### src/source/pad_pkg.sv
// shared types and ids for the game controller report path
// vid/pid constants are packed as {vid, pid}
`default_nettype none

package pad_pkg;

    // controller families told apart by vid/pid
    typedef enum logic [1:0] {
        DEV_GENERIC     = 2'd0,
        DEV_GAMEPAD     = 2'd1,
        DEV_DS2_ADAPTER = 2'd2
    } dev_type_e;

    // decoded controller state, x and y feed auto-fire
    typedef struct packed {
        logic right;
        logic left;
        logic down;
        logic up;
        logic start;
        logic select;
        logic b;
        logic a;
        logic x;
        logic y;
    } pad_buttons_t;

    // nes-style output byte
    typedef struct packed {
        logic right;
        logic left;
        logic down;
        logic up;
        logic start;
        logic select;
        logic b;
        logic a;
    } nes_buttons_t;

    typedef struct packed {
        pad_buttons_t buttons;
        logic         alt_record;  // byte 0 low bits were 2'b10
    } pad_report_t;

    localparam logic [31:0] GAMEPAD_VID_PID     = 32'h081F_E401;  // snes-style pad
    localparam logic [31:0] DS2_ADAPTER_VID_PID = 32'h0810_0001;  // dualshock-2 usb adapter

endpackage

`default_nettype wire

### src/source/report_decoder.sv
// decodes up to eight bytes per frame into controller state
// strobes are one cycle wide, bytes past the eighth are dropped
`default_nettype none

module report_decoder (
    input  wire                  usbclk,
    input  wire                  usbrst_n,
    input  wire                  frame_active,
    input  wire                  byte_stb,
    input  wire [7:0]            byte_data,
    output pad_pkg::pad_report_t report,
    output logic                 report_valid,
    output logic [63:0]          hid_report
);

    logic [3:0]            byte_idx;     // strobes seen since frame start
    logic                  active_q;     // frame_active, one cycle late
    logic                  alt_q;        // current frame is an alt record
    logic                  take_byte;
    logic                  frame_end;
    pad_pkg::pad_buttons_t btn_q;

    assign take_byte = byte_stb && frame_active && !byte_idx[3];
    assign frame_end = active_q && !frame_active;

    // byte index and raw frame capture
    always_ff @(posedge usbclk) begin
        if (!usbrst_n) begin
            byte_idx   <= 4'd0;
            hid_report <= 64'd0;
        end else if (!frame_active) begin
            byte_idx <= 4'd0;
        end else if (take_byte) begin
            hid_report[{byte_idx[2:0], 3'b000} +: 8] <= byte_data;
            byte_idx <= byte_idx + 4'd1;
        end
    end

    // field decode, later assignments in a step win
    always_ff @(posedge usbclk) begin
        if (!usbrst_n) begin
            btn_q <= '0;
            alt_q <= 1'b0;
        end else if (take_byte) begin
            case (byte_idx[2:0])
                3'd0: begin
                    if (byte_data[1:0] == 2'b10) begin
                        alt_q <= 1'b1;  // irrelevant ds2 adapter record
                    end else begin
                        alt_q       <= 1'b0;
                        btn_q.left  <= 1'b0;
                        btn_q.right <= 1'b0;
                        btn_q.up    <= 1'b0;
                        btn_q.down  <= 1'b0;
                    end
                    if (byte_data == 8'h00)
                        {btn_q.left, btn_q.right} <= 2'b10;
                    else if (byte_data == 8'hFF)
                        {btn_q.left, btn_q.right} <= 2'b01;
                end
                3'd1: begin
                    if (byte_data == 8'h00)
                        {btn_q.up, btn_q.down} <= 2'b10;
                    else if (byte_data == 8'hFF)
                        {btn_q.up, btn_q.down} <= 2'b01;
                end
                3'd3: if (!alt_q) begin
                    // x axis, only the top two bits matter
                    if (byte_data[7:6] == 2'b00)
                        {btn_q.left, btn_q.right} <= 2'b10;
                    else if (byte_data[7:6] == 2'b11)
                        {btn_q.left, btn_q.right} <= 2'b01;
                end
                3'd4: if (!alt_q) begin
                    if (byte_data[7:6] == 2'b00)
                        {btn_q.up, btn_q.down} <= 2'b10;
                    else if (byte_data[7:6] == 2'b11)
                        {btn_q.up, btn_q.down} <= 2'b01;
                end
                3'd5: if (!alt_q) begin
                    btn_q.x <= byte_data[4];
                    btn_q.a <= byte_data[5];
                    btn_q.b <= byte_data[6];
                    btn_q.y <= byte_data[7];
                end
                3'd6: if (!alt_q) begin
                    btn_q.select <= byte_data[4];
                    btn_q.start  <= byte_data[5];
                end
                default: ;  // bytes 2 and 7 carry nothing we use
            endcase
        end
    end

    // end of frame pulse
    always_ff @(posedge usbclk) begin
        if (!usbrst_n) begin
            active_q     <= 1'b0;
            report_valid <= 1'b0;
        end else begin
            active_q     <= frame_active;
            report_valid <= frame_end;
        end
    end

    always_ff @(posedge usbclk) begin
        if (frame_end) begin
            report.buttons    <= btn_q;
            report.alt_record <= alt_q;
        end
    end

endmodule

`default_nettype wire

### src/source/device_identifier.sv
// picks vid/pid from bytes 0-3 of each frame, little-endian
// published and classified only on vidpid_stb
`default_nettype none

module device_identifier (
    input  wire                usbclk,
    input  wire                usbrst_n,
    input  wire                frame_active,
    input  wire                byte_stb,
    input  wire [7:0]          byte_data,
    input  wire                vidpid_stb,
    output pad_pkg::dev_type_e dev_type,
    output logic [15:0]        vid,
    output logic [15:0]        pid
);

    logic [1:0]         cap_idx;
    logic               cap_done;   // bytes 0-3 already taken
    logic [31:0]        cand;       // {pid_hi, pid_lo, vid_hi, vid_lo}
    logic               take_byte;
    pad_pkg::dev_type_e dev_next;

    assign take_byte = byte_stb && frame_active && !cap_done;

    always_ff @(posedge usbclk) begin
        if (!usbrst_n || !frame_active) begin
            cap_idx  <= 2'd0;
            cap_done <= 1'b0;
        end else if (take_byte) begin
            cap_idx <= cap_idx + 2'd1;
            if (cap_idx == 2'd3)
                cap_done <= 1'b1;
        end
    end

    always_ff @(posedge usbclk) begin
        if (take_byte)
            cand[{cap_idx, 3'b000} +: 8] <= byte_data;
    end

    always_comb begin
        case ({cand[15:0], cand[31:16]})
            pad_pkg::GAMEPAD_VID_PID:     dev_next = pad_pkg::DEV_GAMEPAD;
            pad_pkg::DS2_ADAPTER_VID_PID: dev_next = pad_pkg::DEV_DS2_ADAPTER;
            default:                      dev_next = pad_pkg::DEV_GENERIC;
        endcase
    end

    // publish the candidate from the last frame
    always_ff @(posedge usbclk) begin
        if (!usbrst_n) begin
            vid      <= 16'd0;
            pid      <= 16'd0;
            dev_type <= pad_pkg::DEV_GENERIC;
        end else if (vidpid_stb) begin
            vid      <= cand[15:0];
            pid      <= cand[31:16];
            dev_type <= dev_next;
        end
    end

endmodule

`default_nettype wire

### src/source/pad_mapper.sv
// maps decoded reports to the nes button byte, with auto-fire on x and y
// auto-fire advances per accepted report, not per unit of time
`default_nettype none

module pad_mapper #(
    parameter int AUTOFIRE_PERIOD = 4
) (
    input  wire                    usbclk,
    input  wire                    usbrst_n,
    input  pad_pkg::pad_report_t   report,
    input  wire                    report_valid,
    input  pad_pkg::dev_type_e     dev_type,
    output pad_pkg::nes_buttons_t  nes_buttons
);

    localparam int CNT_W = (AUTOFIRE_PERIOD > 1) ? $clog2(AUTOFIRE_PERIOD) : 1;
    localparam logic [CNT_W-1:0] CNT_LAST = CNT_W'(AUTOFIRE_PERIOD - 1);

    logic             accept;
    logic [1:0]       hold;              // index 0 is x, 1 is y
    logic [1:0]       phase;             // 0 drives a, 1 drives b
    logic [CNT_W-1:0] fire_cnt [2];

    // ds2 adapter sends a second record type that carries no pad state
    assign accept = report_valid &&
                    !(dev_type == pad_pkg::DEV_DS2_ADAPTER && report.alt_record);

    assign hold = {report.buttons.y, report.buttons.x};

    always_ff @(posedge usbclk) begin
        if (!usbrst_n) begin
            nes_buttons <= '0;
        end else if (accept) begin
            nes_buttons.right  <= report.buttons.right;
            nes_buttons.left   <= report.buttons.left;
            nes_buttons.down   <= report.buttons.down;
            nes_buttons.up     <= report.buttons.up;
            nes_buttons.start  <= report.buttons.start;
            nes_buttons.select <= report.buttons.select;
            nes_buttons.b      <= report.buttons.b | phase[1];  // phase before update
            nes_buttons.a      <= report.buttons.a | phase[0];
        end
    end

    // one counter and phase per fire button
    always_ff @(posedge usbclk) begin
        if (!usbrst_n) begin
            phase <= 2'b00;
            for (int i = 0; i < 2; i++)
                fire_cnt[i] <= '0;
        end else if (accept) begin
            for (int i = 0; i < 2; i++) begin
                if (!hold[i]) begin
                    fire_cnt[i] <= '0;          // released, restart from off
                    phase[i]    <= 1'b0;
                end else if (fire_cnt[i] == CNT_LAST) begin
                    fire_cnt[i] <= '0;
                    phase[i]    <= ~phase[i];
                end else begin
                    fire_cnt[i] <= fire_cnt[i] + 1'b1;
                end
            end
        end
    end

endmodule

`default_nettype wire

### src/source/usb_pad_host.sv
// report side of a usb game controller host, fed by an external sequencer
// all inputs are single-cycle strobes or levels in the usbclk domain
`default_nettype none

module usb_pad_host #(
    parameter int AUTOFIRE_PERIOD = 4   // accepted reports per auto-fire phase
) (
    input  wire                   usbclk,
    input  wire                   usbrst_n,
    input  wire                   frame_active,
    input  wire                   byte_stb,
    input  wire [7:0]             byte_data,
    input  wire                   vidpid_stb,
    output pad_pkg::nes_buttons_t nes_buttons,
    output pad_pkg::dev_type_e    dev_type,
    output logic [15:0]           vid,
    output logic [15:0]           pid,
    output logic [63:0]           hid_report
);

    pad_pkg::pad_report_t report;
    logic                 report_valid;

    report_decoder u_report_decoder (
        .usbclk       (usbclk),
        .usbrst_n     (usbrst_n),
        .frame_active (frame_active),
        .byte_stb     (byte_stb),
        .byte_data    (byte_data),
        .report       (report),
        .report_valid (report_valid),
        .hid_report   (hid_report)
    );

    // runs on the same byte stream, side by side with the decoder
    device_identifier u_device_identifier (
        .usbclk       (usbclk),
        .usbrst_n     (usbrst_n),
        .frame_active (frame_active),
        .byte_stb     (byte_stb),
        .byte_data    (byte_data),
        .vidpid_stb   (vidpid_stb),
        .dev_type     (dev_type),
        .vid          (vid),
        .pid          (pid)
    );

    pad_mapper #(
        .AUTOFIRE_PERIOD (AUTOFIRE_PERIOD)
    ) u_pad_mapper (
        .usbclk       (usbclk),
        .usbrst_n     (usbrst_n),
        .report       (report),
        .report_valid (report_valid),
        .dev_type     (dev_type),
        .nes_buttons  (nes_buttons)
    );

endmodule

`default_nettype wire

### config.mk
export PLATFORM = sky130hd
export DESIGN_NAME = usb_pad_host
export DESIGN_NICKNAME = d
export VERILOG_FILES = /design/src/source/pad_pkg.sv /design/src/source/report_decoder.sv /design/src/source/device_identifier.sv /design/src/source/pad_mapper.sv /design/src/source/usb_pad_host.sv
export SDC_FILE = /design/constraint.sdc
export NUM_CORES = 1
export LEC_CHECK = 0
export ABC_AREA = 1
export BUFFER_PORTS_ARGS = -buffer_cell sky130_fd_sc_hd__clkbuf_2
export CELL_PAD_IN_SITES_DETAIL_PLACEMENT = 2
export CELL_PAD_IN_SITES_GLOBAL_PLACEMENT = 2
export CORE_MARGIN = 3
export CORE_UTILIZATION = 34
export CTS_BUF_LIST = sky130_fd_sc_hd__clkbuf_8 sky130_fd_sc_hd__clkbuf_16
export DETAILED_ROUTE_END_ITERATION = 7
export GPL_TIMING_DRIVEN = 0
export PLACE_DENSITY_LB_ADDON = 0.1
export SLEW_MARGIN = 20
export SYNTH_ARGS = -nofsm -noshare
export SYNTH_HDL_FRONTEND = slang
export SYNTH_SLANG_ARGS = --single-unit
### constraint.sdc
create_clock -name usbclk -period 2.5 [get_ports usbclk]
set_input_delay 0.5 -clock usbclk [delete_from_list [all_inputs] [get_ports usbclk]]
set_output_delay 0.5 -clock usbclk [all_outputs]
set_load 0.03 [all_outputs]
==> out/metrics.yaml, run 1 <==
status: "finished, final reports clean"
clk_path_buf_depth: 2
final_hold_viol_count: 0
yosysWarnings: 0
hold_ws_ns: 0.3899
ant_nets: 0
avgRoutedWirePerCell_um: 19.31
dieArea_um2: 21910
crit_path_max_incr_delay_ns: 0.40
place_congestion: 0.7980
route.detailed.drc: 0
antenna_found_initial: 0
cts.sinks: 175
ys_top_cells_by_count: "140 x nor2_1, 128 x dfxtp_1, 103 x o21ai_0"
detailroute.via_count: 5786
syn_nets: 778
fp.coreArea_um2: 19650
clockRootBuffer: "clkbuf_16"
crit_fanout: 9
areaGrowthSynthToFinish_pct: 21.75
synth_edf_count: 47
hpwlAfterDp_um: 16770
die_h_um: 148.0
timing.fmax_ghz: 0.4393
n_fill_cell: 2233
synthArstFlopShare_pct: 0
dp_slack_ns: -0.01724
final_nets: 919
arrival_ns: 2.61
setup_viol: 0
regArea_um2: 3978
required_ns: 2.84
cts_made_buffers: 17
synthCells: 751
cts_htree_levels: 4
max-cap-violations: 0
dr.pass1.iters: 4
cp_cell_sequence: "inv_1 -> ha_1 -> ha_1 -> inv_1 -> nor2_1 -> nand2_1 -> inv_1 -> nand3_4 -> inv_2 -> nor2_1 -> nor3_1"
period_minus_slack_ns: 2.276
row_count: 51
ys.flop_type: "dfxtp_1"
end_kind: "flip-flop"
fin_tns_setup_ns: 0
synth.avg_cell_area_um2: 9.130
portBuffers: 117
drive_gt1_share_pct: 21.33
ir_drop_v: 0.0004635
synth_seq_cells: 175
synth_top_area_cell: "dfxtp_1"
layout_setup_ws_ns: 0.2236
die_w_um: 148.0
clock_latency_ns: 0.43
min_path_type: "input port to flip-flop"
dr.first_iter.drc_count: 153
diodes: 0
yosys-top-cells-area: "dfxtp_1 37%, edfxtp_1 21%, nor2_1 7.7%"
via_per_inst: 4.945
power_mw: 5.959
tightest_slew_ns: 0.8792
yosysMostFrequentCell: "nor2_1"
clkTransAtPathRegs_ns: 0.06
start_util_pct: 34.89
finalCritPeriodShare_pct: 91.06
start_kind: "flip-flop"
slowest_stage: "dfxtp_1"
synth_cell_types: 35
multi_input_area_um2: 2457
leakage_nw: 3.624
grt_max_degree: 17
critPathKind: "flip-flop to flip-flop"
cts_hold_buf: 0
powerDensity_nw_per_um2: 713.8
path_common_cell: "inv_1"
io_pins: 119
maxSlewHeadroom_pct: 41.17
clock_skew_ns: 0.01010
netlist_area_um2: 6857
yosysTopAreaCellShare_pct: 37.37
overflow: 0
yosysSeqAreaShare_pct: 57.96
wirelength_um: 22600
tritoncts: "done"
slew_violations: 0
gr-usage-all-layers_pct: 20.74
grt_pass1_wl_um: 35420
final_util_pct: 42.48
first_global_vias: 6313
repair_timing:
item                       4_1_cts  5_1_grt
gates resized for setup          1        1
buffers inserted                 0        5
pin swaps                        0        2
setup endpoints to repair        5       12
metal layers:
layer / global-route usage [%] / wire length [um]
met1: 26.84 / 10410
met2: 35.69 / 11120
met3: 3.863 / 793
met4: 5.635 / 283
met5: 0 / 0
final timing paths:
check	startpoint	end	depth (start not counted)	slack (ns)
max	u_report_decoder.byte_idx[1]	u_report_decoder.hid_report[32]	11	0.22
min	frame_active	u_report_decoder.report_valid	2	0.39
max reg2reg	u_report_decoder.byte_idx[1]	u_report_decoder.hid_report[32]	11	0.22
min reg2reg	u_report_decoder.btn_q[3]	u_report_decoder.report[4]	0	0.42
per-stage QoR:
stage	area [um2]	cells
after floorplan	6857	751
after global placement	7774	1133
after detailed placement	7774	1133
after CTS	8308	1165
after global routing	8348	1170
final	8348	1170
cell families (layout without fill, tap and decap cells):
group                      Yosys count  after routing  synth area share [%]
buffers and inverters               96            250                 6.204
DFF                                175            175                 57.96
and+or+nand+nor                    272            272                 18.50
AOI/OAI and AO/OA                  194            194                 14.78
adders and majority gates           14             14                 2.555
flip-flops by register name (all words and copies together), names as in the netlist, 2 cells and up:
name and cells:
u_report_decoder.hid_report 64, u_device_identifier.cand 32, u_device_identifier.pid 16, u_device_identifier.vid 16, u_report_decoder.report 11, u_report_decoder.btn_q 10
u_pad_mapper.nes_buttons 8, u_pad_mapper.fire_cnt 4, u_report_decoder.byte_idx 4, u_device_identifier.cap_idx 2, u_device_identifier.dev_type 2, u_pad_mapper.phase 2
worst max-delay path: cells and delay by family, from the launching register on:
kind | cells | cell delay [ns]
AND/OR/NAND/NOR | 5 | 0.67
flip-flops | 1 | 0.40
buffers and inverters | 4 | 0.54
adder cells (fa/ha/maj) | 2 | 0.59
cell type report:
class | instances | share of cell area (%)
buffer | 28 | 2.038
clock buffer | 17 | 5.096
clock inverter | 15 | 1.289
inverter | 68 | 3.058
multi-input combinational | 480 | 29.44
sequential | 175 | 47.65
tap | 265 | 3.972
timing repair buffer | 122 | 7.464
report_power, final:
part	switching [mW]	internal [mW]
clock	1.12	1.35
sequential	0.0402	2.97
combinational	0.366	0.116
placed cells by master (no fill, tap or decap), types with 2 or more instances in the layout:
| master | count |
|---|---|
| nor2_4 | 3 |
| clkbuf_16 | 17 |
| nand3_1 | 20 |
| nand3_4 | 3 |
| buf_2 | 2 |
| buf_6 | 5 |
| nand3b_1 | 2 |
| edfxtp_1 | 47 |
| o21ai_2 | 4 |
| clkbuf_2 | 117 |
| nand2_2 | 3 |
| inv_1 | 66 |
| inv_2 | 3 |
| ha_1 | 14 |
| clkinv_1 | 5 |
| nor2_2 | 2 |
| clkinvlp_4 | 3 |
| buf_4 | 6 |
| a21oi_1 | 75 |
| nor3_1 | 5 |
| nor2_8 | 3 |
| a21oi_2 | 4 |
| nand4_1 | 4 |
| inv_6 | 2 |
| o21ai_0 | 103 |
| clkinv_2 | 3 |
| dfxtp_1 | 127 |
| nor2_1 | 140 |
| nand2_4 | 4 |
| nand2_1 | 78 |
| a211oi_1 | 3 |
| nand3_2 | 2 |
| o21ai_1 | 3 |
| nor3_4 | 2 |
| clkbuf_1 | 18 |
No activity file was read; power rests on OpenSTA's default activity.
==> run 2, diff against run 1 <==
--- a/config.mk
+++ b/config.mk
@@ -10,7 +10,7 @@
 export CELL_PAD_IN_SITES_DETAIL_PLACEMENT = 2
 export CELL_PAD_IN_SITES_GLOBAL_PLACEMENT = 2
 export CORE_MARGIN = 3
-export CORE_UTILIZATION = 34
+export CORE_UTILIZATION = 30
 export CTS_BUF_LIST = sky130_fd_sc_hd__clkbuf_8 sky130_fd_sc_hd__clkbuf_16
 export DETAILED_ROUTE_END_ITERATION = 7
 export GPL_TIMING_DRIVEN = 0
==> constraint.sdc (replaced) <==
create_clock -name usbclk -period 1.85 [get_ports usbclk]
set_input_delay 0.37 -clock usbclk [delete_from_list [all_inputs] [get_ports usbclk]]
set_output_delay 0.37 -clock usbclk [all_outputs]
set_load 0.03 [all_outputs]
==> run 2 against run 1 <==
  * Sequential share of layout area fell by 1.6 points
  * Clock power rose by 48%
  * Global-route usage shrank 1.4 points
  * Flip-flop and latch count is the same
  * Total power increased by 41%
  * Critical path depth is 1 lower
  * Final area increased by 3.5%
  * Register-to-register slack got worse by 0.20 ns
  * Fmax is 24% higher
==> out/metrics.yaml, run 2 (synthesis results as in run 1) <==
crit_end: "u_report_decoder.hid_report[58]"  # was u_report_decoder.hid_report[32]
detailroute.via_count: 5801  # was 5786
io_pins: 119  # unchanged
powerDensity_nw_per_um2: 972.2  # was 713.8 nW/um2
finalCritPeriodShare_pct: 98.94  # was 91.06%
setup_viol: 0  # unchanged
max-cap-violations: 0  # unchanged
gr-usage-all-layers_pct: 19.39  # was 20.74%
hpwlAfterDp_um: 17040  # was 16770 um
dp_slack_ns: -0.3300  # was -0.01724 ns
largest_reg_flops: 64  # unchanged
rsz0062_at_grt: "true"
start_util_pct: 30.94  # was 34.89%
fin_tns_setup_ns: 0  # unchanged
antenna_found_initial: 0  # unchanged
end_kind: "flip-flop"  # unchanged
required_ns: 2.20  # was 2.84 ns
reg_top3: "u_report_decoder.hid_report (64), u_device_identifier.cand (32)"  # unchanged
clkTransAtPathRegs_ns: 0.07  # was 0.06 ns
arrival_ns: 2.18  # was 2.61 ns
avgRoutedWirePerCell_um: 19.74  # was 19.31 um
status: "finished, final reports clean"  # unchanged
critPathKind: "flip-flop to flip-flop"  # unchanged
route.detailed.drc: 0  # unchanged
final_util_pct: 38.99  # was 42.48%
dr.pass1.iters: 4  # unchanged
die_h_um: 157.2  # was 148.0 um
ant_nets: 0  # unchanged
drive_gt1_share_pct: 24.84  # was 21.33%
slew_violations: 0  # unchanged
tightest_slew_ns: 0.8529  # was 0.8792 ns
portBuffers: 117  # unchanged
r2r-end: "u_report_decoder.hid_report[58]"  # was u_report_decoder.hid_report[32]
die_w_um: 157.2  # was 148.0 um
final_cell_mix: "136 x nor2_1, 125 x dfxtp_1, 117 x clkbuf_2"  # was 140 x nor2_1, 127 x dfxtp_1, 117 x clkbuf_2
dieArea_um2: 24710  # was 21910 um2
row_count: 54  # was 51
cts.sinks: 175  # unchanged
top_register: "u_report_decoder.hid_report"  # unchanged
timing.fmax_ghz: 0.5463  # was 0.4393 GHz
areaGrowthSynthToFinish_pct: 26.02  # was 21.75%
leakage_nw: 3.737  # was 3.624 nW
reg2reg_slack_ns: 0.02  # was 0.22 ns
grt_max_degree: 17  # unchanged
tritoncts: "done"  # unchanged
final_nets: 932  # was 919
grt_pass1_wl_um: 36770  # was 35420 um
fp.coreArea_um2: 22160  # was 19650 um2
hold_ws_ns: 0.2411  # was 0.3899 ns
layout_setup_ws_ns: 0.01955  # was 0.2236 ns
clockRootBuffer: "clkbuf_16"  # unchanged
clock_skew_ns: 0.01561  # was 0.01010 ns
r2r-start: "u_report_decoder.byte_idx[1]"  # unchanged
place_congestion: 0.8078  # was 0.7980
via_per_inst: 4.842  # was 4.945
clock_latency_ns: 0.44  # was 0.43 ns
start_kind: "flip-flop"  # unchanged
min_path_type: "input port to flip-flop"  # unchanged
clk_path_buf_depth: 2  # unchanged
maxSlewHeadroom_pct: 42.93  # was 41.17%
reg2reg_depth: 10  # was 11
final_hold_viol_count: 0  # unchanged
layout_commonest_cell: "nor2_1"  # unchanged
ir_drop_v: 0.0005475  # was 0.0004635 V
dr.first_iter.drc_count: 197  # was 153
cts_made_buffers: 17  # unchanged
wirelength_um: 23640  # was 22600 um
crit_fanout: 5  # was 9
first_global_vias: 6459  # was 6313
cts_htree_levels: 4  # unchanged
overflow: 0  # unchanged
period_minus_slack_ns: 1.830  # was 2.276 ns
worstSetupStartpoint: "u_report_decoder.byte_idx[1]"  # unchanged
diodes: 0  # unchanged
run 2: layout make-up:
type                    count  area, um2
well taps                 280      350.3
flip-flops and latches    175       3983
clock inverters            12      106.4
repair buffers            134      721.9
multi-input cells         481       2544
clock buffers              20      489.2
inverters                  68      270.3
plain buffers              28      176.4
fillers                  2437      13520
run 2: timing repair:
item	4_1_cts	5_1_grt
hold buffers	0	0
endpoints found under the hold margin	0	0
setup buffers	7	9
cloned	2	0
pin swaps	3	7
endpoints found under the setup margin	64	33
gates resized for setup	17	24
run 2: routing by layer:
layer  track usage (%)  wire length [um]
met1             24.01             10480
met2             33.54             11610
met3             4.537              1056
met4             6.033               502
met5                 0                 0
run 2: worst min-delay path by stage:
stage / start / to / cells after the start
finish: frame_active / u_report_decoder.report_valid / 2
detailed placement: u_report_decoder.btn_q[1] / u_report_decoder.report[2] / 0
CTS: frame_active / u_report_decoder.report_valid / 2
global route: frame_active / u_report_decoder.report_valid / 2
floorplan: u_report_decoder.btn_q[0] / u_report_decoder.report[1] / 0
global placement: u_report_decoder.btn_q[1] / u_report_decoder.report[2] / 0
run 2: critical path, stage by stage, from the launching register on:
cell and delay [ns]:
dfxtp_4 0.38, inv_4 0.05, ha_4 0.16, ha_4 0.23, inv_4 0.09, nand2_2 0.10, nor3_4 0.23, buf_4 0.17
buf_6 0.12, nor2_1 0.05, a211oi_1 0.16
run 2: where the power goes:
group / internal [mW] / switching [mW] / total (mW)
sequential: 4.01 / 0.0545 / 4.07
clock: 2.06 / 1.59 / 3.65
combinational: 0.172 / 0.517 / 0.689
run 2: stage by stage:
stage	std cells	area [um2]	power [mW]
floorplan	751	6877	4.553
global placement	1148	7812	4.779
detailed placement	1148	7812	4.812
CTS	1189	8526	8.468
global route	1198	8641	8.712
finish	1198	8641	8.401
==> run 3, diff against run 2 <==
--- a/config.mk
+++ b/config.mk
@@ -5,12 +5,11 @@
 export SDC_FILE = /design/constraint.sdc
 export NUM_CORES = 1
 export LEC_CHECK = 0
-export ABC_AREA = 1
 export BUFFER_PORTS_ARGS = -buffer_cell sky130_fd_sc_hd__clkbuf_2
 export CELL_PAD_IN_SITES_DETAIL_PLACEMENT = 2
 export CELL_PAD_IN_SITES_GLOBAL_PLACEMENT = 2
 export CORE_MARGIN = 3
-export CORE_UTILIZATION = 30
+export CORE_UTILIZATION = 33
 export CTS_BUF_LIST = sky130_fd_sc_hd__clkbuf_8 sky130_fd_sc_hd__clkbuf_16
 export DETAILED_ROUTE_END_ITERATION = 7
 export GPL_TIMING_DRIVEN = 0
==> run 3 against run 2 <==
  * The run now ends with negative setup slack left
  * Total power up 3.1%
  * Synthesized cell count down 17%
  * Final cell count down 11%
  * Worst hold slack better by 0.046 ns
  * Flip-flop and latch count unchanged
  * Sequential power about the same
  * First-iteration DRC count down 38%
  * Final area up 3.8%
  * Register-to-register slack worse by 0.11 ns
  * Largest power group unchanged
  * Utilization up 3.5 points
==> out/metrics.yaml, run 3 <==
areaGrowthSynthToFinish_pct: 26.05  # was 26.02%
syn_nets: 653  # was 778
crit_fanout: 8  # was 5
overflow: 0  # unchanged
yosysMostFrequentCell: "dfxtp_1"  # was nor2_1
reg_top3: "u_report_decoder.hid_report (64), u_device_identifier.cand (32)"  # unchanged
fin_cells: 1061  # was 1198
synthArstFlopShare_pct: 0  # unchanged
drive_gt1_share_pct: 25.19  # was 24.84%
grt_max_degree: 17  # unchanged
start_util_pct: 33.73  # was 30.94%
die_h_um: 152.8  # was 157.2 um
via_per_inst: 4.855  # was 4.842
clkTransAtPathRegs_ns: 0.07  # about the same
row_count: 53  # was 54
ir_drop_v: 0.0006219  # was 0.0005475 V
yosys-top-cells-area: "dfxtp_1 36%, edfxtp_1 20%, mux2i_1 15%"  # was dfxtp_1 37%, edfxtp_1 21%, nor2_1 7.7%
ys.flop_type: "dfxtp_1"  # unchanged
violations: "negative setup slack"
gr-usage-all-layers_pct: 18.08  # was 19.39%
antenna_found_initial: 0  # unchanged
min_path_type: "input port to flip-flop"  # unchanged
n_fill_cell: 2216  # was 2437
clockRootBuffer: "clkbuf_16"  # unchanged
synth.avg_cell_area_um2: 11.36  # was 9.130 um2
regArea_um2: 3981  # was 3983 um2
cts.sinks: 175  # unchanged
detailroute.via_count: 5151  # was 5801
final_hold_viol_count: 0  # unchanged
critPathKind: "flip-flop to flip-flop"  # unchanged
route.detailed.drc: 0  # unchanged
arrival_ns: 2.26  # was 2.18 ns
cts_made_buffers: 17  # unchanged
die_w_um: 152.8  # was 157.2 um
final_cell_mix: "124 x dfxtp_1, 114 x clkbuf_2, 109 x nor2b_1"  # was 136 x nor2_1, 125 x dfxtp_1, 117 x clkbuf_2
rsz0062_at_grt: "true"  # unchanged
synth_top_area_cell: "dfxtp_1"  # unchanged
io_pins: 119  # unchanged
synth_edf_count: 47  # unchanged
required_ns: 2.17  # was 2.20 ns
setup_viol: 29  # was 0
cts_htree_levels: 4  # unchanged
netlist_area_um2: 7113  # was 6857 um2
dr.pass1.iters: 4  # unchanged
first_global_vias: 5664  # was 6459
hpwlAfterDp_um: 15120  # was 17040 um
multi_input_area_um2: 3043  # was 2544 um2
wirelength_um: 21070  # was 23640 um
top_register: "u_report_decoder.hid_report"  # unchanged
leakage_nw: 3.730  # was 3.737 nW
powerDensity_nw_per_um2: 966.0  # was 972.2 nW/um2
ant_nets: 0  # unchanged
tritoncts: "done"  # unchanged
start_kind: "flip-flop"  # unchanged
diodes: 0  # unchanged
final_util_pct: 42.52  # was 38.99%
clock_latency_ns: 0.43  # was 0.44 ns
maxSlewHeadroom_pct: 31.60  # was 42.93%
synth_cell_types: 43  # was 35
place_congestion: 0.8304  # was 0.8078
yosysWarnings: 0  # unchanged
power_mw: 8.661  # was 8.401 mW
slew_violations: 0  # unchanged
placed_cell_area_um2: 8065  # was 7812 um2
period_minus_slack_ns: 1.940  # was 1.830 ns
avgRoutedWirePerCell_um: 19.86  # was 19.74 um
clk_path_buf_depth: 2  # unchanged
final_nets: 800  # was 932
stdcell_area_um2: 8966  # was 8641 um2
dp_slack_ns: -0.6335  # was -0.3300 ns
yosysTopAreaCellShare_pct: 36.02  # was 37.37%
grt_pass1_wl_um: 33190  # was 36770 um
end_kind: "flip-flop"  # unchanged
finalCritPeriodShare_pct: 104.9  # was 98.94%
tightest_slew_ns: 1.024  # was 0.8529 ns
largest_reg_flops: 64  # unchanged
dieArea_um2: 23350  # was 24710 um2
hold_ws_ns: 0.2869  # was 0.2411 ns
clock_skew_ns: 0.006445  # was 0.01561 ns
fin_tns_setup_ns: -0.9415  # was 0 ns
dr.first_iter.drc_count: 122  # was 197
timing.fmax_ghz: 0.5154  # was 0.5463 GHz
portBuffers: 114  # was 117
fp.coreArea_um2: 21090  # was 22160 um2
layout_setup_ws_ns: -0.09026  # was 0.01955 ns
synth_seq_cells: 175  # unchanged
layout_commonest_cell: "dfxtp_1"  # was nor2_1
synthCells: 626  # was 751
yosysSeqAreaShare_pct: 55.87  # was 57.96%
max-cap-violations: 0  # unchanged
ys_top_cells_by_count: "128 x dfxtp_1, 109 x nor2b_1, 107 x mux2i_1"  # was 140 x nor2_1, 128 x dfxtp_1, 103 x o21ai_0
dp_cells: 1015  # was 1148
status: "complete, but fails checks"  # was finished, final reports clean
run 3: changes by cell type after synthesis, moves of 16 or more:
cell / delta
and2_1: +16
nor2b_1: +109
nand2_1: -52
nand3_1: -16
o21ai_0: -99
nor2_1: -94
mux2i_1: +107
inv_1: -55
a21oi_1: -74
run 3: cells by family after synthesis:
| logic type | share of synthesized area [%] |
|---|---|
| flops | 55.87 |
| compound gates | 2.762 |
| buf+inv | 2.727 |
| xor+xnor | 0.3695 |
| fa+ha+maj | 2.463 |
| mux | 15.06 |
| simple gates | 20.76 |
run 3: power breakdown:
part | leakage [nW] | switching [mW] | total, mW | internal, mW
registers | 1.48 | 0.0476 | 4.04 | 3.99
logic | 1.92 | 0.386 | 0.602 | 0.216
clock network | 0.327 | 1.59 | 4.02 | 2.43
total | 3.73 | 2.02 | 8.66 | 6.64
run 3: final timing paths:
path,to,slack (ns),cells past startpoint,startpoint
min reg2reg,u_report_decoder.report[2],0.44,0,u_report_decoder.btn_q[1]
min,u_device_identifier.cap_done,0.29,3,byte_stb
max reg2reg,u_report_decoder.hid_report[16],-0.09,9,u_report_decoder.byte_idx[0]
max,u_report_decoder.hid_report[16],-0.09,9,u_report_decoder.byte_idx[0]
run 3: cell type report:
type                       count  area share (%)
tap                          275           3.838
multi-input combinational    403           33.94
buffer                        38           2.233
sequential                   175           44.40
clock inverter                15           2.610
inverter                       9          0.4326
timing repair buffer         129           7.801
clock buffer                  17           4.745
run 3: routing by layer:
| metal | up-vias | global-route usage [%] | wire (um) |
|---|---|---|---|
| li1 | 2440 | - | - |
| met1 | 2582 | 21.75 | 9126 |
| met2 | 110 | 31.72 | 10650 |
| met3 | 19 | 4.841 | 996 |
| met4 | 0 | 5.431 | 306 |
| met5 | - | 0 | 0 |
run 3: critical path, stage by stage (launching register included):
cell	delay, ns
dfxtp_2	0.34
buf_6	0.11
inv_6	0.03
ha_4	0.15
ha_4	0.28
nand3b_1	0.17
nor3b_2	0.25
buf_6	0.19
mux2i_2	0.23
nor2b_1	0.07
run 3: what timing repair did:
action | CTS | global route
gates cloned | 0 | 0
setup buffers | 9 | 7
hold buffers | 0 | 0
endpoints found under the setup margin | 74 | 71
pin swaps | 7 | 8
resized for setup | 14 | 22
